==> src/common/rename_pkg.sv <==
package rename_pkg;

    // Register file sizes
    localparam int ARCH_REGS = 32;
    localparam int PHYS_REGS = 64;

    // Wide enough for any ROB depth up to 16
    localparam int ROB_ID_BITS = 4;

    typedef logic [4:0] arch_reg_t;
    typedef logic [5:0] phys_reg_t;
    typedef logic [ROB_ID_BITS-1:0] rob_id_t;

    // One instruction as it arrives at dispatch
    typedef struct packed {
        logic      has_rd;
        arch_reg_t rd;
        arch_reg_t rs1;
        arch_reg_t rs2;
    } dispatch_req_t;

    // Renamed instruction handed to issue
    typedef struct packed {
        phys_reg_t prs1;
        phys_reg_t prs2;
        phys_reg_t prd;
        phys_reg_t old_prd;
        rob_id_t   rob_id;
        // has_rd and rd != x0
        logic      writes_rd;
    } rename_result_t;

    // ROB entry payload, also the retire record
    typedef struct packed {
        rob_id_t   rob_id;
        arch_reg_t rd;
        phys_reg_t prd;
        phys_reg_t old_prd;
        logic      writes_rd;
    } commit_info_t;

endpackage : rename_pkg

==> src/rename/rat.sv <==
`timescale 1ns/10ps

module rat (
    input  logic                  clk,
    input  logic                  rst_n,

    // Update for the dispatching writer
    input  logic                  we,
    input  rename_pkg::arch_reg_t rd,
    input  rename_pkg::phys_reg_t new_prd,

    // Source lookups
    input  rename_pkg::arch_reg_t rs1,
    input  rename_pkg::arch_reg_t rs2,

    output rename_pkg::phys_reg_t prs1,
    output rename_pkg::phys_reg_t prs2,
    output rename_pkg::phys_reg_t old_prd
);

    // Speculative arch to phys mapping
    rename_pkg::phys_reg_t map_q [rename_pkg::ARCH_REGS];

    // Identity map out of reset, x0 stays on p0 forever
    always_ff @(posedge clk or negedge rst_n) begin
        if (!rst_n) begin
            for (int i = 0; i < rename_pkg::ARCH_REGS; i++) begin
                map_q[i] <= rename_pkg::phys_reg_t'(i);
            end
        end else if (we) begin
            map_q[rd] <= new_prd;
        end
    end

    // Reads see the table before this cycle's update
    assign prs1    = map_q[rs1];
    assign prs2    = map_q[rs2];
    assign old_prd = map_q[rd];

    // x0 must never be remapped, dispatch filters rd == 0
    assert property (@(posedge clk) disable iff (!rst_n) we |-> rd != '0)
        else $error("rat: write to x0 mapping");

endmodule : rat

==> src/rename/free_list.sv <==
`timescale 1ns/10ps

module free_list (
    input  logic                  clk,
    input  logic                  rst_n,

    // Allocation side
    input  logic                  pop,
    output rename_pkg::phys_reg_t head,
    output logic                  empty,

    // Retire side
    input  logic                  push,
    input  rename_pkg::phys_reg_t push_reg
);

    // Everything above the architectural registers starts free
    localparam int FL_DEPTH = rename_pkg::PHYS_REGS - rename_pkg::ARCH_REGS;
    localparam int PTR_BITS = $clog2(FL_DEPTH);

    rename_pkg::phys_reg_t  regs_q [FL_DEPTH];
    logic [PTR_BITS-1:0]    head_q;
    logic [PTR_BITS-1:0]    tail_q;
    logic [PTR_BITS:0]      count_q;
    logic                   full;

    assign head  = regs_q[head_q];
    assign empty = (count_q == '0);
    assign full  = (count_q == (PTR_BITS+1)'(FL_DEPTH));

    // Contents need a known start, so the queue body is reset too
    always_ff @(posedge clk or negedge rst_n) begin
        if (!rst_n) begin
            for (int i = 0; i < FL_DEPTH; i++) begin
                regs_q[i] <= rename_pkg::phys_reg_t'(rename_pkg::ARCH_REGS + i);
            end
            head_q  <= '0;
            tail_q  <= '0;
            count_q <= (PTR_BITS+1)'(FL_DEPTH);
        end else begin
            if (push) begin
                regs_q[tail_q] <= push_reg;
                tail_q         <= tail_q + 1'b1;
            end
            if (pop) begin
                head_q <= head_q + 1'b1;
            end
            // Push and pop together leave the count alone
            case ({push, pop})
                2'b10:   count_q <= count_q + 1'b1;
                2'b01:   count_q <= count_q - 1'b1;
                default: count_q <= count_q;
            endcase
        end
    end

    // Pop only with a register in hand, push never past capacity
    assert property (@(posedge clk) disable iff (!rst_n)
        !(pop && empty) && !(push && full))
        else $error("free_list: pop while empty or push while full");

endmodule : free_list

==> src/rename/rename_dispatch.sv <==
`timescale 1ns/10ps

module rename_dispatch #(
    parameter int ROB_DEPTH = 8
) (
    input  logic                        clk,
    input  logic                        rst_n,

    input  logic                        dispatch_valid,
    input  rename_pkg::dispatch_req_t   dispatch_req,
    output logic                        dispatch_ready,

    // Free list
    input  rename_pkg::phys_reg_t       fl_head,
    input  logic                        fl_empty,
    output logic                        fl_pop,

    // RAT
    output logic                        rat_we,
    output rename_pkg::arch_reg_t       rat_rd,
    output rename_pkg::arch_reg_t       rat_rs1,
    output rename_pkg::arch_reg_t       rat_rs2,
    input  rename_pkg::phys_reg_t       rat_prs1,
    input  rename_pkg::phys_reg_t       rat_prs2,
    input  rename_pkg::phys_reg_t       rat_old_prd,

    // ROB
    input  logic                        rob_full,
    input  rename_pkg::rob_id_t         rob_tail_id,
    output logic                        rob_alloc,
    output rename_pkg::commit_info_t    rob_alloc_info,

    output logic                        rename_valid,
    output rename_pkg::rename_result_t  rename_out
);

    logic                       ready_en_q;
    logic                       writes_rd;
    logic                       accept;
    rename_pkg::rename_result_t result;

    // Only place where x0 is filtered out
    assign writes_rd = dispatch_req.has_rd && (dispatch_req.rd != '0);

    // Stall on full ROB, or on a writer with no free register
    assign dispatch_ready = ready_en_q && !rob_full && !(writes_rd && fl_empty);
    assign accept         = dispatch_valid && dispatch_ready;

    assign fl_pop    = accept && writes_rd;
    assign rat_we    = fl_pop;
    assign rat_rd    = dispatch_req.rd;
    assign rat_rs1   = dispatch_req.rs1;
    assign rat_rs2   = dispatch_req.rs2;
    assign rob_alloc = accept;

    always_comb begin
        result.prs1      = rat_prs1;
        result.prs2      = rat_prs2;
        result.prd       = writes_rd ? fl_head : '0;
        result.old_prd   = rat_old_prd;
        result.rob_id    = rob_tail_id;
        result.writes_rd = writes_rd;

        rob_alloc_info.rob_id    = result.rob_id;
        rob_alloc_info.rd        = dispatch_req.rd;
        rob_alloc_info.prd       = result.prd;
        rob_alloc_info.old_prd   = result.old_prd;
        rob_alloc_info.writes_rd = writes_rd;
    end

    // Ready comes up one cycle out of reset
    always_ff @(posedge clk or negedge rst_n) begin
        if (!rst_n) begin
            ready_en_q   <= 1'b0;
            rename_valid <= 1'b0;
        end else begin
            ready_en_q   <= 1'b1;
            rename_valid <= accept;
        end
    end

    always_ff @(posedge clk) begin
        if (accept) begin
            rename_out <= result;
        end
    end

    // The ROB tail must name an entry inside the buffer
    assert property (@(posedge clk) disable iff (!rst_n)
        rob_alloc |-> int'(rob_tail_id) < ROB_DEPTH)
        else $error("rename_dispatch: ROB tail ID out of range");

endmodule : rename_dispatch

==> src/rob/rob.sv <==
`timescale 1ns/10ps

module rob #(
    parameter int ROB_DEPTH = 8
) (
    input  logic                      clk,
    input  logic                      rst_n,

    // Allocation from dispatch
    input  logic                      alloc,
    input  rename_pkg::commit_info_t  alloc_info,
    output rename_pkg::rob_id_t       tail_id,
    output logic                      full,

    // Out of order completion
    input  logic                      complete_valid,
    input  rename_pkg::rob_id_t       complete_rob_id,

    // Release of the previous mapping
    output logic                      free_push,
    output rename_pkg::phys_reg_t     free_reg,

    output logic                      commit_valid,
    output rename_pkg::commit_info_t  commit_out
);

    localparam int IDX_BITS = $clog2(ROB_DEPTH);
    localparam logic [IDX_BITS:0] DEPTH_COUNT = (IDX_BITS+1)'(ROB_DEPTH);

    rename_pkg::commit_info_t entry_q [ROB_DEPTH];
    logic [ROB_DEPTH-1:0]     valid_q;
    logic [ROB_DEPTH-1:0]     done_q;
    logic [IDX_BITS-1:0]      head_q;
    logic [IDX_BITS-1:0]      tail_q;
    logic [IDX_BITS:0]        count_q;

    logic                     commit_now;
    logic [IDX_BITS-1:0]      complete_idx;

    assign tail_id      = rename_pkg::rob_id_t'(tail_q);
    assign full         = (count_q == DEPTH_COUNT);
    assign complete_idx = complete_rob_id[IDX_BITS-1:0];

    // Head retires once its done bit is already registered
    assign commit_now = valid_q[head_q] && done_q[head_q];
    assign free_push  = commit_now && entry_q[head_q].writes_rd;
    assign free_reg   = entry_q[head_q].old_prd;

    always_ff @(posedge clk or negedge rst_n) begin
        if (!rst_n) begin
            valid_q      <= '0;
            done_q       <= '0;
            head_q       <= '0;
            tail_q       <= '0;
            count_q      <= '0;
            commit_valid <= 1'b0;
        end else begin
            commit_valid <= commit_now;

            if (alloc) begin
                valid_q[tail_q] <= 1'b1;
                done_q[tail_q]  <= 1'b0;
                tail_q          <= tail_q + 1'b1;
            end

            if (complete_valid) begin
                done_q[complete_idx] <= 1'b1;
            end

            if (commit_now) begin
                valid_q[head_q] <= 1'b0;
                head_q          <= head_q + 1'b1;
            end

            case ({alloc, commit_now})
                2'b10:   count_q <= count_q + 1'b1;
                2'b01:   count_q <= count_q - 1'b1;
                default: count_q <= count_q;
            endcase
        end
    end

    // Entry payload and the retire record
    always_ff @(posedge clk) begin
        if (alloc) begin
            entry_q[tail_q] <= alloc_info;
        end
        if (commit_now) begin
            commit_out <= entry_q[head_q];
        end
    end

    // A completion must name a live entry, and only once
    assert property (@(posedge clk) disable iff (!rst_n)
        complete_valid |-> valid_q[complete_idx] && !done_q[complete_idx])
        else $error("rob: completion for idle or finished entry %0d", complete_rob_id);

endmodule : rob

==> src/source/rename_core.sv <==
`timescale 1ns/10ps

module rename_core #(
    parameter int ROB_DEPTH = 8
) (
    input  logic                        clk,
    input  logic                        rst_n,

    input  logic                        dispatch_valid,
    input  rename_pkg::dispatch_req_t   dispatch_req,
    output logic                        dispatch_ready,

    output logic                        rename_valid,
    output rename_pkg::rename_result_t  rename_out,

    input  logic                        complete_valid,
    input  rename_pkg::rob_id_t         complete_rob_id,

    output logic                        commit_valid,
    output rename_pkg::commit_info_t    commit_out
);

    // Free list handshake
    rename_pkg::phys_reg_t    fl_head;
    logic                     fl_empty;
    logic                     fl_pop;
    logic                     free_push;
    rename_pkg::phys_reg_t    free_reg;

    // RAT lookup and update
    logic                     rat_we;
    rename_pkg::arch_reg_t    rat_rd;
    rename_pkg::arch_reg_t    rat_rs1;
    rename_pkg::arch_reg_t    rat_rs2;
    rename_pkg::phys_reg_t    rat_prs1;
    rename_pkg::phys_reg_t    rat_prs2;
    rename_pkg::phys_reg_t    rat_old_prd;

    // ROB allocation
    logic                     rob_full;
    rename_pkg::rob_id_t      rob_tail_id;
    logic                     rob_alloc;
    rename_pkg::commit_info_t rob_alloc_info;

    rename_dispatch #(.ROB_DEPTH(ROB_DEPTH)) dispatch_i (
        .clk(clk), .rst_n(rst_n),
        .dispatch_valid(dispatch_valid), .dispatch_req(dispatch_req),
        .dispatch_ready(dispatch_ready),
        .fl_head(fl_head), .fl_empty(fl_empty), .fl_pop(fl_pop),
        .rat_we(rat_we), .rat_rd(rat_rd), .rat_rs1(rat_rs1), .rat_rs2(rat_rs2),
        .rat_prs1(rat_prs1), .rat_prs2(rat_prs2), .rat_old_prd(rat_old_prd),
        .rob_full(rob_full), .rob_tail_id(rob_tail_id),
        .rob_alloc(rob_alloc), .rob_alloc_info(rob_alloc_info),
        .rename_valid(rename_valid), .rename_out(rename_out)
    );

    rat rat_i (
        .clk(clk), .rst_n(rst_n),
        .we(rat_we), .rd(rat_rd), .rs1(rat_rs1), .rs2(rat_rs2),
        .new_prd(fl_head),
        .prs1(rat_prs1), .prs2(rat_prs2), .old_prd(rat_old_prd)
    );

    free_list free_list_i (
        .clk(clk), .rst_n(rst_n),
        .pop(fl_pop), .push(free_push), .push_reg(free_reg),
        .head(fl_head), .empty(fl_empty)
    );

    rob #(.ROB_DEPTH(ROB_DEPTH)) rob_i (
        .clk(clk), .rst_n(rst_n),
        .alloc(rob_alloc), .alloc_info(rob_alloc_info),
        .tail_id(rob_tail_id), .full(rob_full),
        .complete_valid(complete_valid), .complete_rob_id(complete_rob_id),
        .free_push(free_push), .free_reg(free_reg),
        .commit_valid(commit_valid), .commit_out(commit_out)
    );

endmodule : rename_core

==> config.mk <==
export PLATFORM = sky130hd
export DESIGN_NAME = rename_core
export DESIGN_NICKNAME = d
export VERILOG_FILES = /design/src/common/rename_pkg.sv /design/src/rename/rat.sv /design/src/rename/free_list.sv /design/src/rename/rename_dispatch.sv /design/src/rob/rob.sv /design/src/source/rename_core.sv
export SDC_FILE = /design/constraint.sdc
export NUM_CORES = 1
export LEC_CHECK = 0
export BUFFER_PORTS_ARGS = -buffer_cell sky130_fd_sc_hd__buf_4
export CAP_MARGIN = 20
export CORE_ASPECT_RATIO = 0.5
export CORE_MARGIN = 4
export CORE_UTILIZATION = 40
export CTS_BUF_LIST = sky130_fd_sc_hd__clkbuf_16
export CTS_CLUSTER_DIAMETER = 150
export DETAILED_ROUTE_END_ITERATION = 8
export PLACE_DENSITY = 0.62
export SLEW_MARGIN = 20
export SYNTH_ARGS = -nofsm -noshare
export SYNTH_HDL_FRONTEND = slang
export SYNTH_SLANG_ARGS = --single-unit
==> constraint.sdc <==
create_clock -name clk -period 11.15 [get_ports clk]
set_clock_uncertainty 0.15 [all_clocks]
set_input_delay 0.5575 -clock clk [delete_from_list [all_inputs] [get_ports clk]]
set_output_delay 0.5575 -clock clk [all_outputs]
set_load 0.02 [all_outputs]
== Yosys cells after proc, flatten, opt, wreduce, memory -nomap -nowiden ==
Memory sizes are Yosys's and may differ from the RTL's.
Cells that the tools add are included.
Word-level totals
  bits in writable memories: 168
  bits of input ports: 24
  logic and storage cells: 180
  register bits: 479
  memories: 1
Memory list
  rob_i.entry_q: words 8, bits a word 21, rd ports 1, clocked after Yosys merged registers in 0, write ports 1, RTL line rob.sv:30  | rename_pkg::commit_info_t entry_q [ROB_DEPTH];
Operators by class
  add/sub/neg operators: 8
  equal/unequal tests: 5
  reductions and logical operators: 19
  bitwise operators: 11
  multiplexer cells: 37
  $lt $le $gt $ge: 13
Operators with widths (number)
  $bwmux W192: 2
  $bmux W6 S5: 4
  $mux W6: 11
  $demux W6 S5: 2
  $mux W8: 4
  $ge A6 B6 Y1 const B: 5
  $not A5 Y6: 5
  $and A8 B8 Y8: 2
  $not A8 Y8: 2
  $or A8 B8 Y8: 2
  $logic_and A1 B1 Y1: 13
  $lt A3 B4 Y1 const B: 3
  $lt A6 B1 Y1 const B: 2
  $pmux W6 S2: 1
  $add A5 B1 Y5 const B: 2
  $demux W1 S3: 3
  $ge A3 B1 Y1 const B: 3
  $pmux W4 S2: 1
  $mux W1: 7
  $add A3 B1 Y3 const B: 2
  $add A6 B1 Y6 const B: 1
  $bmux W1 S3: 2
  $logic_not A6 Y1: 1
  $sub A6 B1 Y6 const B: 1
  8 further kinds: 12

== Longest topological paths before layout ==
  word-level depth: 9
  gate-level depth with buffers: 14
  mapped depth without buffers: 11

== By module ==
Synthesis repeated with hierarchy kept, for this count alone.
Unflattened totals
  cell total of the unflattened synthesis: 1895
  area, all modules: 31819.3 um^2
Modules (own cells, without submodules)
  rat: times used 1, area an instance 11870.1 um^2, seq. area each 4904.7 um^2, cells an instance 709
  free_list: times used 1, area an instance 9949.5 um^2, seq. area each 5346.4 um^2, cells an instance 681
  rob: times used 1, area an instance 8739.6 um^2, seq. area each 6621.4 um^2, cells an instance 427
  rename_dispatch: times used 1, area an instance 1260.0 um^2, seq. area each 920.9 um^2, cells an instance 78

== Least setup slack after synthesis ==
No wires, ideal clock.
  path type: input-to-reg
  from: in dispatch_req[12] (netlist bit)
  to: reg rob_i.done_q[3]
  data arrival time: 3.670 ns
  path slack: 7.105 ns
  library setup time: 0.225 ns
  stages: 7
  cells stage by stage: or3_4 -> o31ai_2 -> o21a_1 -> buf_4 -> inv_2 -> nor3_1 -> o32ai_1
On the way
  longest elaborated chain between the ends: 9
RTL lines
  start: declaration: RTL line rename_core.sv:10  | input rename_pkg::dispatch_req_t dispatch_req,
  $reduce_bool A5 Y1 (*): RTL line rename_dispatch.sv:43  | assign writes_rd = dispatch_req.has_rd && (dispatch_req.rd != '0);
  $logic_and A1 B1 Y1 (*): RTL line rename_dispatch.sv:43
  $logic_and A1 B1 Y1 (*): RTL line rename_dispatch.sv:46  | assign dispatch_ready = ready_en_q && !rob_full && !(writes_rd && fl_empty);
  $logic_not A1 Y1 (*): RTL line rename_dispatch.sv:46
  $logic_and A1 B1 Y1 (*): RTL line rename_dispatch.sv:46
  $logic_and A1 B1 Y1 (*): RTL line rename_dispatch.sv:47  | assign accept = dispatch_valid && dispatch_ready;
  net dispatch_i.rob_alloc: RTL line rename_dispatch.sv:30  | output logic rob_alloc,
  $mux W8 (*): RTL line rob.sv:60  | if (alloc) begin
  $or A8 B8 Y8 (no source line)
  $mux W8 (*): RTL line rob.sv:66  | if (complete_valid) begin
  end signal: assignment: RTL line rob.sv:52  | done_q <= '0;
  end signal: indexed assignment: RTL line rob.sv:62  | done_q[tail_q] <= 1'b0;
  end signal: indexed assignment: RTL line rob.sv:67  | done_q[complete_idx] <= 1'b1;
  end: declaration: RTL line rob.sv:32  | logic [ROB_DEPTH-1:0] done_q;
Mark *: on every way through the listed nets, which the timed path passes. The rest lies on a longest branch.
A chain may end at the register's enable or synchronous reset.

== Final worst setup path ==
  from: in dispatch_req[10] (netlist bit)
  to: mem rob_i.entry_q[5][2] (netlist bit) (data pin)
On the way
  longest elaborated chain between the ends: 4
RTL lines
  $not A5 Y6 (not written as such): RTL line rat.sv:38  | assign old_prd = map_q[rd];
  $bmux W6 S5: RTL line rat.sv:38
  $mux W6 (not written as such) (2 in series): RTL line rat.sv:38
  net dispatch_i.rat_old_prd[1]: RTL line rename_dispatch.sv:25  | input rename_pkg::phys_reg_t rat_old_prd,
  end: declaration: RTL line rob.sv:30
The timed path passes the listed nets, and every way through them passes these cells. The select of a mux whose other input is x is not followed.

==> run metrics <==
DRC marker count from the first detailed-route iteration=1263; Initial Utilization=0.4068; setup TNS=0 ns; CTS Buf Count=60; root buffer cell=clkbuf_16; worst slew pin tran=1.109 ns; global route overflow=0; Via Count=17390; clock buffer depth=3; CP Class=primary input to flop; Worst VDD drop=192.9 uV; num ports=78; Post-synth EDFFs=217; final worst setup slack=6.946 ns; final hold slack=0.1253 ns; post-synthesis sequential area ratio=0.5525; htree depth=2; gpl congestion=0.8253; Yosys reg bits=646; Setup Viol. Count Final=0; mean area per synthesized cell=16.88 sq um; fin crit share=0.3771; vias in the first global route=17760; Slew headroom=0.2597; CTS tree=built; layout cell share with drive strength beyond 1=0.5593; most frequent cells in the layout=mux2_2, mux4_2, dfrtp_1; synthesized cell area=31660 sq um; Crit Path Max Fanout=40; WL per Instance=25.79 um; pre-CTS WS=6.852 ns; Max Cap Violations=0; PD cells=220.3 nW/um^2; die area=83990 sq um; leakage power=13.71 nW; Cell Rows=72; Nets=1936; Critical Path RT=11.25 ns; Post CTS Setup Buffer Count=0; Async S/R FF share, synth=0.6641; vias per cell=5.825; final wirelength=77020 um; DRC violations left=0; final core occ=0.4501; first-pass GRT wire length=118100 um; HPWL after DPL=48330 um; Mapped Cells=1876; Post-Place Cells=2867; CP endpoint kind=flop; Worst Hold Class=primary input to flop; total power=7.717 mW; clock latency on the worst-skew pair=0.63 ns; number of library cell types mapped by synthesis=66; Tmin final=4.204 ns; overall routing resource usage=0.1867; DIE HEIGHT=206.9 um; final hold vios=0; Cell Area, Placed=33010 sq um; CP arrival=4.30 ns; total core area=77830 sq um; RSZ-0062 raised after global routing=no; largest net degree at the start of global routing=110; Port Buffers=74; Synth Warn #=0; Die W=405.9 um; status=completed; fin. max-slew vios=0; Sink Count=646; Main synth FF type=dfrtp_1; fin area=35030 sq um; Peak Freq=0.2379 GHz; Routed Antenna Nets=0; initial antenna violation count=2; clock slew at reported path FFs=0.06 ns; Pre-antenna DRT Iters=6; Non-Filler Instances=2986; CP Launch Type=primary input; Area Overhead vs Synth=10.65%; most common library cell in the layout ignoring fill and taps=mux2_2
[sequential cells by signal (all words and copies together) (netlist names)]
register                 cells
rob_i.commit_valid           1
free_list_i.head_q           5
rob_i.done_q                 8
rob_i.count_q                4
rat_i.map_q                192
rob_i.head_q                 3
dispatch_i.ready_en_q        1
rob_i.valid_q                8
dispatch_i.rename_out       28
free_list_i.count_q          6
rob_i.commit_out            21
dispatch_i.rename_valid      1
free_list_i.tail_q           5
free_list_i.regs_q         192
rob_i.entry_q              168
rob_i.tail_q                 3
[worst max-delay path, cell delays in order]
cell and delay [ns]:
dlygate4sd3_1 0.53, buf_4 0.15, buf_4 0.62, buf_4 0.50, mux4_2 0.57, nor2b_1 0.17, a311oi_1 0.65, o311ai_1 0.49
[final cells by class]
class | instances | area (sq um)
fill | 6760 | 42800
inverter | 24 | 90.09
multi-input combinational | 1056 | 13330
sequential | 646 | 17500
antenna | 1 | 2.502
clock buffer | 63 | 1577
tap | 1036 | 1296
clock inverter | 50 | 394.1
timing repair buffer | 110 | 845.8
[kinds of logic after synthesis]
group / Yosys count / share of synthesized area
muxes: 698 / 0.3355
DFF: 646 / 0.5525
and+or+nand+nor: 208 / 0.04635
buffers and inverters: 175 / 0.02865
AOI/OAI and AO/OA: 111 / 0.02490
xor gates and xnor gates: 22 / 0.006086
adders and majority gates: 14 / 0.005770
other: 2 / 0.0002372
[cell usage after synthesis, types with 15 or more instances]
cell type	n	area, sq um
mux2_2	368	4144
mux4_2	238	5360
dfrtp_1	236	5906
edfxtp_1	217	6516
dfstp_2	193	5071
clkbuf_1	63	236.5
mux2i_1	45	450.4
nor2_1	38	142.6
mux2_4	37	555.5
buf_2	30	150.1
nor2b_1	28	175.2
inv_1	23	86.33
nand2_1	23	86.33
a22oi_1	22	165.2
buf_6	20	225.2
a31oi_1	17	106.4
buf_1	16	60.06
nor2_2	16	100.1
nand4_4	15	319.1
[what timing repair did]
| item | 4_1_cts | 5_1_grt |
|---|---|---|
| setup endpoints to repair | 0 | 0 |
| endpoints found under the hold margin | 49 | 0 |
| gates resized for setup | 0 | 0 |
| hold buffers | 5 | 0 |
[power by group]
part,switching (mW),leakage (nW),internal (mW)
Combinational,1.46,5.51,0.918
Sequential,0.311,7.18,2.95
Clock,0.919,1.03,1.16
Total,2.69,13.7,5.02
[worst paths after layout]
path	from	to	slack (ns)	cells after the start
setup / recovery	dispatch_req[10]	rob_i.entry_q[5][2]$_DFFE_PP_	6.95	8
hold / removal	complete_rob_id[0]	rob_i.done_q[4]$_DFF_PN0_	0.13	4
setup reg to reg	rob_i.head_q[2]$_DFFE_PN0N_	free_list_i.count_q[4]$_DFFE_PN0P_	6.97	10
hold reg to reg	rat_i.map_q[187]$_DFFE_PN0P_	rat_i.map_q[187]$_DFFE_PN0P_	0.26	0
max in group asynchronous	rst_n	rat_i.map_q[185]$_DFFE_PN0P_	8.10	4
min in group asynchronous	rst_n	free_list_i.regs_q[19]$_DFFE_PN0P_	0.44	2
[metal layers]
layer  wire (um)  GRT usage  up-vias
li1            -          -     7417
met1       34660     0.2681     9415
met2       36600     0.3023      438
met3        3840    0.02732      120
met4        1900    0.04564        2
met5           8          0        -
No activity file was read; power rests on OpenSTA's default activity.
